[config.mk]
export PLATFORM = sky130hd
export DESIGN_NAME = cache_array
export DESIGN_NICKNAME = d
export VERILOG_FILES = /design/src/mem_sys_pkg.sv /design/src/cache_array.sv
export VERILOG_INCLUDE_DIRS = /design/src
export SDC_FILE = /design/constraint.sdc
export NUM_CORES = 2
export LEC_CHECK = 0
export ABC_AREA = 1
export BUFFER_PORTS_ARGS = -buffer_cell sky130_fd_sc_hd__buf_2
export CAP_MARGIN = 20
export CORE_MARGIN = 4
export CORE_UTILIZATION = 40
export DETAILED_ROUTE_END_ITERATION = 10
export GPL_ROUTABILITY_DRIVEN = 0
export PLACE_DENSITY = 0.55
export RECOVER_POWER = 100
export SLEW_MARGIN = 20
export SYNTH_ARGS = -nofsm -noshare
export SYNTH_HDL_FRONTEND = slang
export SYNTH_SLANG_ARGS = --single-unit
[constraint.sdc]
create_clock -name clk -period 3.63 [get_ports clk]
set_input_delay 0 -clock clk [delete_from_list [all_inputs] [get_ports clk]]
set_output_delay 0 -clock clk [all_outputs]
set_load 0.1 [all_outputs]
[src/mem_sys_macros.svh]
// Shared width, cache geometry and memory timing macros
// Byte addresses, 16-bit words, four-word lines, 32 direct-mapped lines
`ifndef MEM_SYS_MACROS_SVH
`define MEM_SYS_MACROS_SVH

// Host word and address widths
`define MS_ADDR_W 16
`define MS_DATA_W 16

// Address split is tag [15:8], index [7:3], word [2:1], byte [0]
`define MS_OFFSET_W 2
`define MS_WORDS_PER_LINE 4
`define MS_INDEX_W 5
`define MS_TAG_W 8

// Backing memory size and bank timing
`define MS_MEM_WORDS 32768
`define MS_BANK_BUSY 4
`define MS_READ_LATENCY 2

`endif

[src/mem_sys_pkg.sv]
// Memory system types
// Controller FSM states and the cache array operation codes
`default_nettype none

package mem_sys_pkg;

   // Request FSM in the cache controller
   typedef enum logic [2:0] {
      ST_IDLE,
      ST_COMPARE,
      ST_WRITEBACK,
      ST_FILL,
      ST_DONE
   } ctrl_state_t;

   // Operation on the addressed cache line
   typedef enum logic [2:0] {
      CACHE_NOP,
      CACHE_LOOKUP,
      CACHE_WRITE_WORD,
      CACHE_FILL_WORD,
      CACHE_VICTIM_READ
   } cache_op_t;

endpackage

`default_nettype wire

[src/cache_array.sv]
// Direct-mapped cache storage
// Tag, valid, dirty and data arrays for 32 lines of four words
// Combinational lookup of the addressed line, updates on the clock edge
`default_nettype none

`include "mem_sys_macros.svh"

module cache_array (
   input  wire                          clk,
   input  wire                          rst,
   input  wire mem_sys_pkg::cache_op_t  op,
   input  wire [`MS_INDEX_W-1:0]        index,
   input  wire [`MS_TAG_W-1:0]          tag,
   input  wire [`MS_OFFSET_W-1:0]       offset,
   input  wire [`MS_DATA_W-1:0]         wdata,
   output logic                         hit,
   output logic                         valid,
   output logic                         dirty,
   output logic [`MS_TAG_W-1:0]         tag_out,
   output logic [`MS_DATA_W-1:0]        word_out
);

   localparam int LINES = 1 << `MS_INDEX_W;
   localparam int WORDS = LINES * `MS_WORDS_PER_LINE;

   // Per-line state bits
   logic [LINES-1:0]        valid_bits;
   logic [LINES-1:0]        dirty_bits;

   // Tags and data words
   logic [`MS_TAG_W-1:0]    tag_mem [0:LINES-1];
   logic [`MS_DATA_W-1:0]   data_mem [0:WORDS-1];

   // Flat word address is line index then word in line
   logic [`MS_INDEX_W+`MS_OFFSET_W-1:0] word_sel;

   logic                    do_write;
   logic                    do_fill;

   assign word_sel = {index, offset};

   // Lookup of the addressed line
   assign valid    = valid_bits[index];
   assign dirty    = dirty_bits[index];
   assign tag_out  = tag_mem[index];
   assign word_out = data_mem[word_sel];
   assign hit      = valid && (tag_out == tag);

   // Decode the operation
   always_comb begin
      do_write = 1'b0;
      do_fill  = 1'b0;
      case (op)
         mem_sys_pkg::CACHE_WRITE_WORD:  do_write = 1'b1;
         mem_sys_pkg::CACHE_FILL_WORD:   do_fill  = 1'b1;
         // Lookup and victim read leave the line alone
         mem_sys_pkg::CACHE_LOOKUP,
         mem_sys_pkg::CACHE_VICTIM_READ,
         mem_sys_pkg::CACHE_NOP:         ;
         default:                        ;
      endcase
   end

   // Line state
   always_ff @(posedge clk) begin
      if (rst) begin
         valid_bits <= '0;
         dirty_bits <= '0;
      end else if (do_fill) begin
         // Fresh copy from memory is clean
         valid_bits[index] <= 1'b1;
         dirty_bits[index] <= 1'b0;
      end else if (do_write) begin
         dirty_bits[index] <= 1'b1;
      end
   end

   // Data and tag storage
   always_ff @(posedge clk) begin
      if (do_write || do_fill) begin
         data_mem[word_sel] <= wdata;
      end
      if (do_fill) begin
         tag_mem[index] <= tag;
      end
   end

endmodule

`default_nettype wire

==> results by stage <==
Layout:
- In the final layout, the share of cells above drive strength 1 is 0.09564.
- The growth of design area from synthesis to finish is 14.83%.
- Fill cells in the final layout number 21100.
- The number of nets in the layout is 8222.

Worst setup path:
- The worst-case register-to-register setup slack is 2.48 ns.
- The arrival time at the worst endpoint is 4.12 ns.
- Traced cell by cell, the critical path runs through dlygate4sd3_1 -> clkbuf_1 -> nor2_1 -> dlygate4sd3_1 -> clkbuf_1 -> nand2_1 -> clkbuf_2 -> nor2_1 -> clkbuf_2.
- Counting buffers and inverters, the worst setup path is 9 cells deep.
- The endpoint of the lowest-slack register-to-register path is valid_bits[10].
- The cell family with the largest share of critical-path delay is buffers and inverters.
- The worst reg-to-reg path cell count is 3.
- The required time of the critical path is 4.13 ns.
- The setup path with the least slack is of type in2reg.
- The worst setup path is launched from a primary input.
- The slowest cell on the critical path is dlygate4sd3_1.
- In this run the worst path has a maximum fanout of 16.
- The worst register-to-register path begins at valid_bits[10].
- The buffers plus inverters on the worst setup path is 6.
- The largest single stage delay on the critical path is 0.67 ns.
- The type of destination of the critical path is a register.

Clock network:
- The CTS clock-pin slew for the worst setup and hold paths is 0.06 ns.
- The clock passes through at most 3 buffers.
- The total CTS buffers is 239.
- The clock reaches the later pin of the worst-skew pair after 0.90 ns.
- The H-tree generated during clock tree synthesis spans 4 levels.
- TritonCTS built the clock tree.
- The root buffer cell chosen for the clock tree is clkbuf_16.
- The clock sink count is 2368.

Pwr:
- The analysis attributes to cell leakage a power of 38.71 nW.
- IR analysis of the VDD net gives a maximum drop of 560.4 µV.
- The power density over the cells is 540.6 nW/µm².

Outcome:
- The flow ran to the end, but the final reports show violations.
- The final reports fail on capacitance limit, slew limit.

Yosys:
- After synthesis, the share of flip-flops with an asynchronous set or reset is 0.
- For this run, the register share of the synthesized area comes to 0.7537.
- The number of enable-type register cells in the synthesized netlist is 2304.
- The mean cell area of the mapped netlist is 11.95 µm².
- In the synthesized netlist the dominant register cell turns out to be edfxtp_1.
- The synthesized design spends more area on one cell type than any other, namely edfxtp_1.
- The share of the synthesized area in the top cell type is 0.7400.
- In the synthesized netlist, the cells that appear most often are nand2_1, edfxtp_1, nor2_1, a21oi_1, buf_2.
- The number of library cell types mapped by synthesis is 43.
- The synthesis-stage register bit count is 2368.
- The cell count after synthesis came out at 7824.
- The most common cell in the synthesized netlist is nand2_1.
- The number of synthesis warnings is 0.
- In this run the cell area of the synthesized design comes to 93500 µm².
- The net count of the mapped netlist is 7860.
- By area the synthesized netlist is led by edfxtp_1, nand2_1, a21oi_1.

Routing:
- The total iterations of the first detailed-routing run is 6.
- The routed design has 295300 µm of wire.
- For this block, the initial DRC count from the detailed router was 6658.
- The detail route stage leaves a number of antenna-violating nets equal to 0.
- The detail-routed net length per standard cell is 25.80 µm.
- In the routed design, unresolved DRC markers number 0.
- The via total after detailed routing is 61800.
- In the routed layout, each cell is associated on average with a via count of 5.400.

Min path:
- The worst hold path passes through 5 cells.
- In this run the worst hold path is classified as in2reg.
- In this run the most critical hold path is launched from index[3].

Placement:
- The total of buffers placed on input and output ports is 62.
- The half-perimeter wire length after placement is 177900 µm.

Global routing:
- The global routing met1 resource utilization is 0.3313.
- The total overflow left after global routing is 0.
- Across every metal layer, demand over resource in global routing totals 0.2388.
- The first global-routing pass estimated 423100 µm of wire.
- For met2 alone, demand over resource in global routing was 0.3878.
- The layer with the highest usage is met2.
- Entering global routing, the biggest net connects 129 pins.
- The number of antenna violations at the first check in global routing is 4.
- The via count of the first global-routing pass is 58820.
- The met3 track demand over resource in global routing is 0.03589.

STA:
- The highest clock rate is 276.1 MHz.
- After layout, the minimum clock period comes to 3.622 ns.
- The part of the cycle the worst path needs is 0.9977.
- The count of final setup violators is 0.
- Hold is met by 0.1390 ns.
- Setup repair after global routing left no endpoint under its margin.
- At the pin with the least slew margin, the transition time is 3.747 ns.
- The hold violation count in the final report was 0.
- The worst slew margin relative to its limit is -1.498.
- The number of slew-limit violations in the final report is 1533.
- Clock skew on the completed layout was measured at 0 ns.
- The final-layout setup total negative slack is 0 ns.

Job:
- The number of max-cap violations is 28.

Floorplan:
- The floorplan has 177 rows.
- The area of the core is 232500 µm².
- The x dimension of the die is 491.5 µm.
- For this configuration, the core starts out at a cell density of 0.4021.
- The die covers 241500 µm².
- The vertical extent of the die is 491.5 µm.
- 63 I/O pins were placed.
[timing repair]
action / in CTS / in global routing
setup endpoints to repair: 2 / 3
setup buffers: 0 / 3
resized for setup: 2 / 3
hold buffers: 32 / 0
pin swaps: 0 / 1
hold endpoints to repair: 1587 / 0
[worst max-delay path by stage]
| stage | endpoint | slack, ns | start |
|---|---|---|---|
| 3_3_place_gp | word_out[12] | 0.22 | offset[1] |
| 2_1_floorplan | hit | 0.47 | index[1] |
| 6_report | data_mem[36][0] | 0.008 | op[2] |
| 4_1_cts | word_out[1] | 0.04 | data_mem[21][1] |
| 5_1_grt | word_out[13] | 0.05 | data_mem[94][13] |
| 3_5_place_dp | word_out[12] | 0.22 | offset[1] |
[per-layer routing]
metal  routed length, µm  vias up  share of wire
met4                9409        2          0.032
met5                  20        -       0.000068
met1              123200    31100           0.42
met3               22190      439          0.075
li1                    -    27760              -
met2              140500     2503           0.48
[cells in the final DEF (no fill, tap or decap), types with 5 or more instances in the layout]
| cell | synthesis | layout |
|---|---|---|
| clkinv_1 | 13 | 67 |
| o21ai_0 | 177 | 175 |
| clkbuf_8 | 0 | 7 |
| a21oi_1 | 410 | 410 |
| nand3_1 | 81 | 81 |
| edfxtp_1 | 2304 | 2304 |
| clkinv_2 | 0 | 45 |
| inv_8 | 0 | 5 |
| clkbuf_1 | 91 | 146 |
| dlygate4sd3_1 | 0 | 32 |
| o2111ai_1 | 10 | 10 |
| clkinv_8 | 0 | 6 |
| clkbuf_4 | 0 | 25 |
| o22ai_1 | 13 | 13 |
| buf_12 | 0 | 57 |
| buf_2 | 222 | 10 |
| o2bb2ai_1 | 5 | 5 |
| o21ai_1 | 49 | 50 |
| nand4_1 | 154 | 154 |
| diode_2 | 0 | 7 |
| or2_0 | 5 | 5 |
| clkbuf_2 | 0 | 102 |
| nand2_1 | 3333 | 3333 |
| clkbuf_16 | 0 | 242 |
| nor2_2 | 3 | 22 |
| nor3_1 | 47 | 50 |
| dfxtp_1 | 64 | 64 |
| inv_1 | 126 | 135 |
| nor4_1 | 6 | 6 |
| buf_4 | 22 | 191 |
| bufinv_16 | 0 | 20 |
| nand3b_1 | 20 | 20 |
| clkinvlp_4 | 0 | 8 |
| or2_2 | 27 | 27 |
| a22oi_1 | 99 | 99 |
| nor2_1 | 439 | 418 |
[report_power, final]
| part | leakage, nW | total (mW) | internal (mW) | switching, mW |
|---|---|---|---|---|
| Combinational | 13.7 | 3.53 | 0.789 | 2.74 |
| Clock | 3.77 | 24.4 | 13.8 | 10.6 |
| Sequential | 21.2 | 30.1 | 30.1 | 0.0159 |
| Total | 38.7 | 58.0 | 44.7 | 13.4 |
[cell families after synthesis]
| kind of cell | count (synthesis) | synth area share |
|---|---|---|
| simple gates | 4131 | 0.1746 |
| flops | 2368 | 0.7537 |
| compound gates | 776 | 0.04534 |
| buf+inv | 549 | 0.02640 |
[worst register-to-register path, cell delays in order (launching register included)]
cell           delay, ns
dfxtp_1             0.31
nor2_1              0.09
nor2_1              0.05
dlygate4sd3_1       0.58
[sequential cells by signal, summed over array words and instances, names as in the netlist, named ones only]
register,cells
data_mem,2048
tag_mem,256
valid_bits,32
[per-stage QoR]
stage	setup WS [ns]	std cells	total power, mW	instance area (µm²)	utilization
after floorplan	0.4696	7824	32.32	93500	-
after global placement	0.2239	10950	34.20	100200	0.4307
after detailed placement	0.2151	10950	34.22	100200	0.4307
after CTS	0.03739	11440	58.42	108200	0.4654
after global routing	0.04871	11440	59.71	107400	0.4617
final	0.008239	11450	58.05	107400	0.4617
[final cells by class]
type                    count  area, µm²  area share
clock inverters           143       1381     0.01287
multi-input cells        4907      20610      0.1920
well taps                3043       3807     0.03546
clock buffers             308       6374     0.05936
inverters                 162      679.4    0.006328
repair buffers            508       4028     0.03751
diodes                      7      17.52   0.0001632
flip-flops and latches   2368      70470      0.6563
No activity file was read; power rests on OpenSTA's default activity.
