$ cat src/mem_sys_macros.svh
// Shared width, cache geometry and memory timing macros
// Byte addresses, 16-bit words, four-word lines, 32 direct-mapped lines
`ifndef MEM_SYS_MACROS_SVH
`define MEM_SYS_MACROS_SVH

// Host word and address widths
`define MS_ADDR_W 16
`define MS_DATA_W 16

// Address split is tag [15:8], index [7:3], word [2:1], byte [0]
`define MS_OFFSET_W 2
`define MS_WORDS_PER_LINE 4
`define MS_INDEX_W 5
`define MS_TAG_W 8

// Backing memory size and bank timing
`define MS_MEM_WORDS 32768
`define MS_BANK_BUSY 4
`define MS_READ_LATENCY 2

`endif

$ cat src/mem_sys_pkg.sv
// Memory system types
// Controller FSM states and the cache array operation codes
`default_nettype none

package mem_sys_pkg;

   // Request FSM in the cache controller
   typedef enum logic [2:0] {
      ST_IDLE,
      ST_COMPARE,
      ST_WRITEBACK,
      ST_FILL,
      ST_DONE
   } ctrl_state_t;

   // Operation on the addressed cache line
   typedef enum logic [2:0] {
      CACHE_NOP,
      CACHE_LOOKUP,
      CACHE_WRITE_WORD,
      CACHE_FILL_WORD,
      CACHE_VICTIM_READ
   } cache_op_t;

endpackage

`default_nettype wire

$ cat src/cache_ctrl.sv
// Cache controller FSM
// Accepts one host request, compares tags, writes back a dirty victim,
// fills the line with overlapped bank reads, then finishes with a done pulse
// Illegal requests finish one cycle after acceptance with err
`default_nettype none

`include "mem_sys_macros.svh"

module cache_ctrl (
   input  wire                          clk,
   input  wire                          rst,
   // Host side
   input  wire [`MS_ADDR_W-1:0]         addr,
   input  wire [`MS_DATA_W-1:0]         data_in,
   input  wire                          rd,
   input  wire                          wr,
   output logic [`MS_DATA_W-1:0]        data_out,
   output logic                         done,
   output logic                         stall,
   output logic                         cache_hit,
   output logic                         err,
   // Cache array side
   output mem_sys_pkg::cache_op_t       op,
   output logic [`MS_INDEX_W-1:0]       index,
   output logic [`MS_TAG_W-1:0]         tag,
   output logic [`MS_OFFSET_W-1:0]      offset,
   output logic [`MS_DATA_W-1:0]        wdata,
   input  wire                          hit,
   input  wire                          valid,
   input  wire                          dirty,
   input  wire [`MS_TAG_W-1:0]          tag_out,
   input  wire [`MS_DATA_W-1:0]         word_out,
   // Backing memory side
   output logic [`MS_ADDR_W-1:0]        mem_addr,
   output logic [`MS_DATA_W-1:0]        mem_wdata,
   output logic                         mem_rd,
   output logic                         mem_wr,
   input  wire [`MS_DATA_W-1:0]         mem_rdata,
   input  wire                          mem_stall,
   input  wire                          mem_rd_valid
);

   // Low bit of each address field
   localparam int OFF_LO = 1;
   localparam int IDX_LO = OFF_LO + `MS_OFFSET_W;
   localparam int TAG_LO = IDX_LO + `MS_INDEX_W;

   mem_sys_pkg::ctrl_state_t   state;
   mem_sys_pkg::ctrl_state_t   state_nxt;

   // Latched request
   logic [`MS_ADDR_W-1:0]      req_addr;
   logic [`MS_DATA_W-1:0]      req_data;
   logic                       req_wr;
   logic                       req_err;
   logic [`MS_INDEX_W-1:0]     req_index;
   logic [`MS_TAG_W-1:0]       req_tag;
   logic [`MS_OFFSET_W-1:0]    req_offset;

   // First compare missed
   logic                       miss_seen;

   // Issue count for writeback and fill, top bit marks all fill reads sent
   logic [`MS_OFFSET_W:0]      iss_cnt;
   // Fill words already installed
   logic [`MS_OFFSET_W-1:0]    ret_cnt;

   logic                       accept;
   logic                       illegal;
   logic                       mem_acc;

   assign accept  = (state == mem_sys_pkg::ST_IDLE) && (rd || wr);
   assign illegal = (rd && wr) || addr[0];
   assign mem_acc = (mem_rd || mem_wr) && !mem_stall;

   assign req_offset = req_addr[IDX_LO-1:OFF_LO];
   assign req_index  = req_addr[TAG_LO-1:IDX_LO];
   assign req_tag    = req_addr[`MS_ADDR_W-1:TAG_LO];

   // Host status
   assign done      = (state == mem_sys_pkg::ST_DONE);
   assign stall     = (state != mem_sys_pkg::ST_IDLE);
   assign err       = done && req_err;
   assign cache_hit = done && !req_err && !miss_seen;

   // Next state
   always_comb begin
      state_nxt = state;
      case (state)
         mem_sys_pkg::ST_IDLE: begin
            if (accept) begin
               state_nxt = illegal ? mem_sys_pkg::ST_DONE : mem_sys_pkg::ST_COMPARE;
            end
         end
         mem_sys_pkg::ST_COMPARE: begin
            if (hit) begin
               state_nxt = mem_sys_pkg::ST_DONE;
            end else if (valid && dirty) begin
               state_nxt = mem_sys_pkg::ST_WRITEBACK;
            end else begin
               state_nxt = mem_sys_pkg::ST_FILL;
            end
         end
         mem_sys_pkg::ST_WRITEBACK: begin
            // Last victim word taken by memory
            if (mem_acc && (iss_cnt == 3)) begin
               state_nxt = mem_sys_pkg::ST_FILL;
            end
         end
         mem_sys_pkg::ST_FILL: begin
            if (mem_rd_valid && (ret_cnt == 2'd3)) begin
               state_nxt = mem_sys_pkg::ST_COMPARE;
            end
         end
         mem_sys_pkg::ST_DONE:    state_nxt = mem_sys_pkg::ST_IDLE;
         default:                 state_nxt = mem_sys_pkg::ST_IDLE;
      endcase
   end

   // Cache array control
   always_comb begin
      op     = mem_sys_pkg::CACHE_NOP;
      index  = req_index;
      tag    = req_tag;
      offset = req_offset;
      wdata  = req_data;
      case (state)
         mem_sys_pkg::ST_COMPARE: begin
            op = (hit && req_wr) ? mem_sys_pkg::CACHE_WRITE_WORD : mem_sys_pkg::CACHE_LOOKUP;
         end
         mem_sys_pkg::ST_WRITEBACK: begin
            op     = mem_sys_pkg::CACHE_VICTIM_READ;
            offset = iss_cnt[`MS_OFFSET_W-1:0];
         end
         mem_sys_pkg::ST_FILL: begin
            // Install returning words in return order
            if (mem_rd_valid) begin
               op     = mem_sys_pkg::CACHE_FILL_WORD;
               offset = ret_cnt;
               wdata  = mem_rdata;
            end
         end
         default: ;
      endcase
   end

   // Memory requests, held steady by the counters while mem_stall is high
   always_comb begin
      mem_addr  = {req_tag, req_index, iss_cnt[`MS_OFFSET_W-1:0], 1'b0};
      mem_wdata = word_out;
      mem_rd    = 1'b0;
      mem_wr    = 1'b0;
      case (state)
         mem_sys_pkg::ST_WRITEBACK: begin
            // Victim goes back under its own tag
            mem_addr = {tag_out, req_index, iss_cnt[`MS_OFFSET_W-1:0], 1'b0};
            mem_wr   = 1'b1;
         end
         mem_sys_pkg::ST_FILL:    mem_rd = !iss_cnt[`MS_OFFSET_W];
         default: ;
      endcase
   end

   // State, flags and counters
   always_ff @(posedge clk) begin
      if (rst) begin
         state     <= mem_sys_pkg::ST_IDLE;
         req_wr    <= 1'b0;
         req_err   <= 1'b0;
         miss_seen <= 1'b0;
         iss_cnt   <= '0;
         ret_cnt   <= '0;
      end else begin
         state <= state_nxt;
         if (accept) begin
            req_wr    <= wr;
            req_err   <= illegal;
            miss_seen <= 1'b0;
         end
         if ((state == mem_sys_pkg::ST_COMPARE) && !hit) begin
            miss_seen <= 1'b1;
         end
         // Restart the count at each compare and between writeback and fill
         if (state == mem_sys_pkg::ST_COMPARE) begin
            iss_cnt <= '0;
         end else if (mem_acc) begin
            iss_cnt <= (state_nxt == mem_sys_pkg::ST_FILL && mem_wr) ? '0 : iss_cnt + 1'b1;
         end
         if (mem_rd_valid) begin
            ret_cnt <= ret_cnt + 1'b1;
         end
      end
   end

   // Request payload and read result
   always_ff @(posedge clk) begin
      if (accept) begin
         req_addr <= addr;
         req_data <= data_in;
      end
      if ((state == mem_sys_pkg::ST_COMPARE) && hit) begin
         data_out <= word_out;
      end
   end

endmodule

`default_nettype wire

$ cat config.mk
export PLATFORM = sky130hd
export DESIGN_NAME = cache_ctrl
export DESIGN_NICKNAME = d
export VERILOG_FILES = /design/src/mem_sys_pkg.sv /design/src/cache_ctrl.sv
export VERILOG_INCLUDE_DIRS = /design/src
export SDC_FILE = /design/constraint.sdc
export NUM_CORES = 1
export LEC_CHECK = 0
export BUFFER_PORTS_ARGS = -buffer_cell sky130_fd_sc_hd__buf_2
export CAP_MARGIN = 20
export CORE_MARGIN = 8
export CORE_UTILIZATION = 30
export DETAILED_ROUTE_END_ITERATION = 12
export SLEW_MARGIN = 25
export SYNTH_ARGS = -nofsm -noshare
export SYNTH_HDL_FRONTEND = slang
export SYNTH_SLANG_ARGS = --single-unit
$ cat constraint.sdc
create_clock -name clk -period 2.6 [get_ports clk]
set_input_delay 0.39 -clock clk [delete_from_list [all_inputs] [get_ports clk]]
set_output_delay 0.39 -clock clk [all_outputs]
set_load 0.1 [all_outputs]
==> run metrics, run 1 <==
hold_buf cts 0; Resized Gates After CTS 0; CP endpoint wdata[14]; initial antenna violation count 0; r2r setup slk 0.65 ns; vias per cell 4.32; DR pass1 iterations 4; aggregate global-route resource usage 12.3%; Gate Count Post-Synth 216; Critical Path AT between 2 and 2.5 ns; R2R cell count 2; cell chosen for the clock root clkbuf_8; busiest layer in global routing met2; layout cells sized above 1 59.4%; RSZ-0062 raised after global routing false; Post-Syn Area ~0.0027 mm²; Port Buffers 167; Final Instance Area 0.00409 mm²; outcome completed; Layout Skew 0.00751 ns; FF+latch count, synth slightly below 60; WL final between 7000 and 8000 µm; P_int 1.99 mW; Post-synth EDFFs 47; # setup viols final 0; pwr dens 842 mW/mm²; clk slew on worst S/H paths approximately 0.070 ns; Area Growth Syn to Fin 49.2%; fin nets 439; maximum root-to-sink buffer count 2; combinational share of power slightly above 40%; ant diodes 0; Critical Path RT 2.21 ns; setup ws final between 0.1 and 0.15 ns; CP Class flip-flop to output pin; DIE AREA 0.0125 mm²; Max Cap Viol 0; library cells used by synthesis 39; Post-Syn Area per Cell approximately 13 µm²; sw frac 42.1%; # rows 35; grt met3 use 7.63%; Clock power frac around a quarter; CTS tree built; final hold vios 0; DIE WIDTH 112 µm; Psw 1.45 mW; DR iter-0 viols around 150; Leak 1.87 nW; Final Power between 3 and 4 mW; Fill cells 855; post-CTS setup buffer count 0; reg2reg end data_out[3]; # IOs 169; Max VDD drop between 0.0003 and 0.0004 V; worst min path class primary input to flip-flop; sequential power share 33.2%; Worst R2R Start state[0]; Highest Clock Rate between 0.4 and 0.5 GHz; TritonCTS Buffers 9; Main synth FF type edfxtp_1; htree depth 3; fin crit share 95.1%; drc violations 0; met2 global-route usage around a fifth; Starting Density 30.2%; largest net degree at the start of global routing 19; via count 2,033; Core Region 0.00906 mm²; Detail Placement HPWL about 6000 µm; CP max FO 18; GRT Residual Overflow 0; Mapped Nets 300; worst skew pair latency 0.33 ns; FFs w/ async S/R, synth 0%; vias in the first global route roughly 2,300; crit path capture type output pin; antenna viol nets, final 0; fin. max-slew vios 0; post-DR wirelength/cell 15.7 µm; Placed Area ~0.0039 mm²; met1 usage 12.9%; post-synthesis sequential area ratio 59.5%; Slew Limit Headroom 52.5%; Yosys warning count 0; CP startpoint kind flip-flop; crit path launch state[1]; clk sinks 58; Tmin final 2.47 ns; gpl congestion 0.734; Die Ht 112 µm; Slew @ Worst Pin 0.713 ns; Post-Place Worst Slack around 0.48 ns; first-pass GRT wire length 12,000 µm
-- worst min-delay path by stage --
stage                     startpoint          end  cells after the start
final                        addr[7]  req_addr[7]                      1
after global routing         addr[7]  req_addr[7]                      1
after CTS                    addr[7]  req_addr[7]                      1
after detailed placement  ret_cnt[1]   ret_cnt[1]                      2
after global placement    ret_cnt[1]   ret_cnt[1]                      2
after floorplan           ret_cnt[1]   ret_cnt[1]                      2
-- cells in the final DEF, fill, tap and decap left out, types with 3 or more instances in the layout --
cell      netlist  layout
a21oi_1         7       5
buf_12          0      28
buf_2           2     139
buf_4          38       5
clkbuf_8        0       9
dfxtp_1        11      11
edfxtp_1       47      47
ha_1            3       3
inv_1           4       4
mux2_2          8       8
mux2_4          8       8
nand2_1        32      32
nor2_1          7       7
nor2b_1         3       3
nor3b_1         5       3
o21ai_0         6       6
-- cells by family after synthesis --
| family | synth area share [%] |
|---|---|
| and+or+nand+nor | 12.6 |
| DFF | 59.5 |
| buffers and inverters | 12.6 |
| AOI/OAI and AO/OA | 4.52 |
| muxes | 8.03 |
| adders and majority gates | 1.73 |
| xor gates and xnor gates | 0.959 |
| other | 0.137 |
-- metrics by stage --
step	hold slack, ns	util [%]	TNS (ns)	instances
4_1_cts	0.206	45.1	0	471
5_1_grt	0.199	45.1	0	471
6_report	0.225	45.1	0	471
3_5_place_dp	0.528	42.8	0	455
2_1_floorplan	0.478	-	-0.180	216
3_3_place_gp	0.512	42.8	0	455
-- routing by layer --
metal	vias up	share of wire, %
met2	119	45
met4	0	1.5
met5	-	0
met1	904	40
li1	1002	-
met3	8	13
-- power groups by stage --
| stage | Sequential [mW] | Clock (mW) | Combinational (mW) |
|---|---|---|---|
| after detailed placement | 1.16 | 0 | 1.40 |
| after floorplan | 1.19 | 0 | 1.04 |
| final | 1.14 | 0.906 | 1.39 |
| after global routing | 1.15 | 0.980 | 1.44 |
| after CTS | 1.14 | 0.930 | 1.41 |
| after global placement | 1.16 | 0 | 1.40 |
-- registers in the layout, summed over array words and instances (netlist names) --
name / flops
data_out: 16
req_addr: 15
req_data: 16
req_wr: 1
miss_seen: 1
iss_cnt: 3
state: 3
req_err: 1
ret_cnt: 2
-- area by class of cell --
| type | instances | area, µm² | area share [%] |
|---|---|---|---|
| Clock buffer | 11 | 131 | 3.21 |
| Clock inverter | 5 | 80.1 | 1.96 |
| Inverter | 5 | 18.8 | 0.459 |
| Multi-Input combinational cell | 109 | 797 | 19.5 |
| Sequential cell | 58 | 1630 | 39.9 |
| Tap cell | 111 | 139 | 3.39 |
| Timing Repair Buffer | 172 | 1290 | 31.6 |
-- cells in the mapped netlist (2+ instances only) --
cell      instances  area share, %
nand3_1           2           0.37
o21ai_0           6            1.1
xnor2_1           2           0.64
mux2_2            8            3.3
nand2_1          32            4.4
nor3_1            2           0.37
mux2_4            8            4.4
edfxtp_1         47             51
and2_1            2           0.46
buf_4            38             10
nand2b_1          2           0.46
buf_2             2           0.37
nor3b_1           5            1.4
nor2_1            7           0.96
dfxtp_1          11            8.0
a22oi_1           2           0.55
ha_1              3            1.4
inv_1             4           0.55
a21oi_1           7            1.3
o22ai_1           2           0.46
buf_6             2           0.82
nor2b_1           3           0.68
clkbuf_1          2           0.27
nand3b_1          2           0.55
-- worst max-delay path, cell delays in order, from the launching register on --
cell,delay [ns]
dfxtp_1,0.53
nor2b_1,0.18
buf_4,0.18
nand3_4,0.27
mux2_4,0.41
buf_12,0.17
(Power assumes the default switching activity.)
==> inputs of run 2 (changes only) <==
--- a/config.mk
+++ b/config.mk
@@ -11,6 +11,7 @@
 export CORE_MARGIN = 8
 export CORE_UTILIZATION = 30
 export DETAILED_ROUTE_END_ITERATION = 12
+export RECOVER_POWER = 25
 export SLEW_MARGIN = 25
 export SYNTH_ARGS = -nofsm -noshare
 export SYNTH_HDL_FRONTEND = slang
==> run metrics, run 2 (synthesis results as in run 1) <==
Max Cap Viol 0 (unchanged); CP cell instances nor2b_1 -> buf_4 -> nand3_4 -> mux2_4 -> buf_12; Fill cells 854 (-0.12%); Critical Path Max Stage Delay 0.53 ns (about the same); post-DR wirelength/cell 15.7 µm (about the same); # rows 35 (unchanged); R2R cell count 2 (unchanged); fin. max-slew vios 0 (unchanged); GRT Residual Overflow 0 (unchanged); post-CTS setup buffer count 0 (unchanged); Critical Path RT 2.21 ns (about the same); Tmin final 2.47 ns (-0.000170 ns); cell chosen for the clock root clkbuf_8; Area Growth Syn to Fin 49.2% (about the same); ant diodes 0 (unchanged); Final Power 3.44 mW (about the same); outcome completed; Leak 1.86 nW (-0.29%); CP Class flip-flop to output pin; WL final 7390 µm (about the same); Critical Path AT 2.08 ns (about the same); vias in the first global route 2,306 (unchanged); htree depth 3 (unchanged); Starting Density 30.2% (unchanged); gpl congestion 0.734 (unchanged); clk sinks 58 (unchanged); CTS tree built; CP startpoint kind flip-flop; TritonCTS Buffers 9 (unchanged); commonest non-fill, non-tap cell in the layout buf_2; Slew Limit Headroom 52.7% (+0.18 points); initial antenna violation count 0 (unchanged); Setup TNS Final 0 ns (unchanged); fin nets 439 (unchanged); Max VDD drop 0.000396 V (-0.23%); Core Region 0.00906 mm² (unchanged); aggregate global-route resource usage 12.3% (unchanged); CP max FO 18 (unchanged); maximum root-to-sink buffer count 2 (unchanged); DIE AREA 0.0125 mm² (unchanged); worst skew pair latency 0.33 ns (about the same); first-pass GRT wire length 12,000 µm (unchanged); drc violations 0 (unchanged); via count 2,035 (+0.098%); fin crit share 95.1% (about the same); CP max-delay cell dfxtp_1; layout cells sized above 1 58.9% (-0.56 points); # IOs 169 (unchanged); Largest regs data_out: 16 flops, req_data: 16 flops, req_addr: 15 flops; Port Buffers 167 (unchanged); antenna viol nets, final 0 (unchanged); RSZ-0062 raised after global routing false; Resized Gates After CTS 0 (unchanged); worst min path class primary input to flip-flop; WHS Path Cells 1 (unchanged); Detail Placement HPWL 6090 µm (unchanged); clk slew on worst S/H paths 0.07 ns (about the same); DIE WIDTH 112 µm (unchanged); crit path capture type output pin; pwr dens 842 mW/mm² (about the same); Die Ht 112 µm (unchanged); hold_buf cts 0 (unchanged); Layout Skew 0.00772 ns (+0.000207 ns); DR iter-0 viols 154 (+3.4%); # setup viols final 0 (unchanged); Highest Clock Rate 0.404 GHz (about the same); DR pass1 iterations 4 (unchanged); Slew @ Worst Pin 0.710 ns (-0.00276 ns); final hold vios 0 (unchanged); commonest non-fill, non-tap cells in the layout buf_2 (137), edfxtp_1 (47), nand2_1 (32), buf_12 (28), dfxtp_1 (11); largest net degree at the start of global routing 19 (unchanged); vias per cell 4.32 (about the same)
==> run 2: cell types whose count changed in the layout (fill, tap and decap cells not counted), sizes merged <==
cell,delta
clkbuf,+2
buf,-2
==> run 2: where the power goes <==
group          total, mW  switching (mW)  internal [mW]
Combinational       1.39            1.04          0.353
Sequential          1.14          0.0416           1.10
Clock              0.905           0.366          0.539
Total               3.44            1.45           1.99
==> run 2: final timing paths <==
| path | from | to | slack (ns) |
|---|---|---|---|
| worst max-delay path | state[1] | wdata[14] | 0.13 |
| worst min-delay path | addr[7] | req_addr[7] | 0.22 |
| worst max register to register | state[0] | data_out[3] | 0.65 |
| worst min register to register | iss_cnt[2] | iss_cnt[2] | 0.54 |
==> run 2: metal layers <==
metal	track usage, %	share of wire, %	vias to the layer above
met2	19.3	46	119
met5	0	0	-
met1	12.9	39	906
met3	7.63	14	8
met4	5.20	1.5	0
li1	-	-	1002
==> run 2: worst max-delay path, delay by kind of cell (launching register included) <==
kind                   cells  cell delay, ns
flip-flops                 1            0.53
buffers and inverters      2            0.35
AND/OR/NAND/NOR            2            0.45
multiplexers               1            0.41
==> run 2: area by class of cell <==
| class | instances | area (µm²) | area share (%) |
|---|---|---|---|
| Clock buffer | 11 | 131 | 3.21 |
| Clock inverter | 5 | 80.1 | 1.96 |
| Inverter | 5 | 18.8 | 0.459 |
| Multi-Input combinational cell | 109 | 797 | 19.5 |
| Sequential cell | 58 | 1630 | 39.9 |
| Tap cell | 111 | 139 | 3.40 |
| Timing Repair Buffer | 172 | 1290 | 31.6 |
==> run 2: through the flow <==
stage | hold slack (ns) | area [µm²] | util [%] | cells | setup WS, ns
2_1_floorplan | 0.478 | 2770 | - | 216 | -0.180
3_3_place_gp | 0.512 | 3880 | 42.8 | 455 | 0.527
3_5_place_dp | 0.528 | 3880 | 42.8 | 455 | 0.477
4_1_cts | 0.206 | 4090 | 45.1 | 471 | 0.0874
5_1_grt | 0.199 | 4090 | 45.1 | 471 | 0.00118
6_report | 0.225 | 4090 | 45.1 | 471 | 0.128
==> inputs of run 3 (changes only) <==
--- a/config.mk
+++ b/config.mk
@@ -6,12 +6,13 @@
 export SDC_FILE = /design/constraint.sdc
 export NUM_CORES = 1
 export LEC_CHECK = 0
-export BUFFER_PORTS_ARGS = -buffer_cell sky130_fd_sc_hd__buf_2
+export ABC_AREA = 1
 export CAP_MARGIN = 20
 export CORE_MARGIN = 8
 export CORE_UTILIZATION = 30
 export DETAILED_ROUTE_END_ITERATION = 12
-export RECOVER_POWER = 25
+export DONT_BUFFER_PORTS = 1
+export RECOVER_POWER = 100
 export SLEW_MARGIN = 25
 export SYNTH_ARGS = -nofsm -noshare
 export SYNTH_HDL_FRONTEND = slang
==> run metrics, run 3 <==
met2 routed WL 3670 µm (+8.9%); crit path launch req_addr[10]; initial antenna violation count 0 (unchanged); post-DR wirelength/cell 16.6 µm (+5.6%); stages on the worst setup path 4 (-1); DR iter-0 viols 138 (-10%); clk sinks 58 (unchanged); # IOs 169 (unchanged); Clock power frac 26.3% (about the same); WL met3 526 µm (-48%); worst skew pair latency 0.33 ns (about the same); Gate Count Post-Synth 266 (+23%); crit path capture type output pin; FF+latch count, synth 58 (unchanged); Post-Syn Area per Cell 10.1 µm² (-20%); Leak 1.38 nW (-26%); Critical Path RT 2.21 ns (about the same); post-CTS setup buffer count 0 (unchanged); CTS tree built; CP cell instances clkbuf_1 -> nand2_1 -> nand2_1 -> buf_12; Synth area leader edfxtp_1; CP max FO 2 (-16); most common library cells after synthesis nand2_1 (82), edfxtp_1 (47), buf_4 (38), nand3_1 (18), inv_1 (16); Cell Count, Final, Fillers Out 403 (-14%); maximum root-to-sink buffer count 2 (unchanged); setup ws final 0.205 ns (+0.0771 ns); fin nets 374 (-15%); GRT Residual Overflow 0 (unchanged); Highest Clock Rate 0.418 GHz (+3.2%); library cells used by synthesis 26 (-33%); CP dominant cell by count nand2_1; Tmin final 2.40 ns (-0.0771 ns); CP max-delay cell clkbuf_1; Die Ht 111 µm (-0.82%); Yosys warning count 0 (unchanged); Resized Gates After CTS 0 (unchanged); r2r setup slk 0.65 ns (about the same); vias per cell 4.47 (+3.5%); commonest non-fill, non-tap cell in the layout nand2_1; outcome completed; Largest regs data_out: 16 flops, req_data: 16 flops, req_addr: 15 flops; Final Core Density 37.7% (-7.4 points); Main synth FF type edfxtp_1; Post-Syn Area 0.00269 mm² (-1.9%); largest net degree at the start of global routing 34 (+15); top-count cell post-synth nand2_1; CP Buf/Inv Count 2 (unchanged); DRT met1 WL 2380 µm (-18%); clk slew on worst S/H paths 0.06 ns (about the same); Core Region 0.00872 mm² (-3.8%); Sequential cell area 0.00163 mm² (about the same); Critical Path AT 2.01 ns (-0.07 ns); RSZ-0062 raised after global routing false; multi-input logic area 727 µm² (-8.8%); aggregate global-route resource usage 10.5% (-1.7 points); cell chosen for the clock root clkbuf_8; hold_buf cts 0 (unchanged); FFs w/ async S/R, synth 0% (unchanged); first-pass GRT wire length 10,100 µm (-16%); ant diodes 0 (unchanged); via count 1,802 (-11%); Placed Area 0.00323 mm² (-17%); fin crit share 92.1% (-3.0 points); Post-synth EDFFs 47 (unchanged); Max Cap Viol 0 (unchanged); Detail Placement HPWL 5330 µm (-12%); Layout Skew 0.00573 ns (-0.00198 ns); layout cells sized above 1 24.1% (-35 points); Post-Place Worst Slack 0.680 ns (+0.203 ns); Mapped Nets 350 (+17%); htree depth 3 (unchanged); TritonCTS Buffers 9 (unchanged); DR pass1 iterations 4 (unchanged); Fill cells 847 (-0.82%); CP Class flip-flop to output pin; vias in the first global route 1,907 (-17%); WHS Path Cells 1 (unchanged); area share of the largest cell type after synthesis 52.5% (+1.0 points); Port Buffers 0 (-100%); DP Cell Count 387 (-15%); antenna viol nets, final 0 (unchanged); synth top area cells edfxtp_1 (52%), nand2_1 (11%), buf_4 (11%), dfxtp_1 (8.2%), nand3_1 (3.4%); final hold vios 0 (unchanged); combinational share of power 34.4% (-6.1 points); fin. max-slew vios 0 (unchanged); WL final 6670 µm (-9.7%); Max VDD drop 0.000582 V (+47%); commonest non-fill, non-tap cells in the layout nand2_1 (82), edfxtp_1 (47), nand3_1 (17), inv_1 (15), clkbuf_1 (15); Final Instance Area 0.00329 mm² (-20%); worst min path class primary input to flip-flop; Worst R2R Start state[1]; # rows 34 (-2.9%); gpl congestion 0.793 (+8.0%); DIE AREA 0.0122 mm² (-1.6%); Hold Path Origin rst; sequential power share 39.3% (+6.1 points); Slew @ Worst Pin 1.36 ns (+0.647 ns); CP startpoint kind flip-flop; Starting Density 30.8% (+0.59 points); R2R cell count 6 (+4); DIE WIDTH 111 µm (-0.82%); Area Growth Syn to Fin 22.3%; highest routed layer met4; P_int 1.73 mW (-13%); # setup viols final 0 (unchanged); CP top delay family buffers and inverters; Slew Limit Headroom 9.94% (-43 points); drc violations 0 (unchanged); Critical Path Max Stage Delay 0.89 ns (+0.36 ns); post-synthesis sequential area ratio 60.7% (+1.2 points); sw frac 41.6% (-0.50 points); pwr dens 902 mW/mm² (+7.2%); Psw 1.23 mW (-15%)
## run 3: layer usage
layer	up-vias	track usage [%]
met2	86	20.0
li1	889	-
met1	819	9.43
met4	0	4.05
met5	-	0
met3	8	4.87
## run 3: path summary, 6_finish.rpt
kind	end
setup / recovery	mem_addr[10]
hold / removal	ret_cnt[1]
setup reg to reg	state[2]
hold reg to reg	req_wr
## run 3: worst reg2reg max path: stages, from the launching register on
cell and delay (ns):
dfxtp_1 0.38, nor2_1 0.20, o211ai_1 0.22, inv_1 0.09, clkbuf_2 0.66, nand2_1 0.15, a21oi_1 0.17
## run 3: area by class of cell
class | count | area share, %
clock buffer | 11 | 4.00
clock inverter | 5 | 1.67
inverter | 18 | 2.13
multi-input combinational | 147 | 22.1
sequential | 58 | 49.7
tap | 108 | 4.11
timing repair buffer | 56 | 16.3
## run 3: kinds of logic (layout without fill, tap and decap cells)
family / Yosys count / after routing / share of synthesized area (%)
buf+inv: 61 / 90 / 14.2
compound gates: 22 / 22 / 4.51
fa+ha+maj: 3 / 3 / 1.40
flops: 58 / 58 / 60.7
simple gates: 121 / 121 / 19.0
other cells: 1 / 1 / 0.139
## run 3: through the flow
step	total power, mW	hold WS, ns	TNS [ns]
after CTS	3.04	0.107	0
after global routing	3.06	0.103	0
after floorplan	2.13	0.446	-0.0329
after global placement	2.25	0.447	0
final	2.97	0.124	0
after detailed placement	2.26	0.455	0
## run 3: power groups by stage
stage / sequential (mW) / combinational, mW / clock, mW
after floorplan: 1.18 / 0.946 / 0
after global placement: 1.18 / 1.07 / 0
after detailed placement: 1.18 / 1.08 / 0
after CTS: 1.17 / 1.08 / 0.803
after global routing: 1.17 / 1.05 / 0.837
final: 1.16 / 1.02 / 0.780
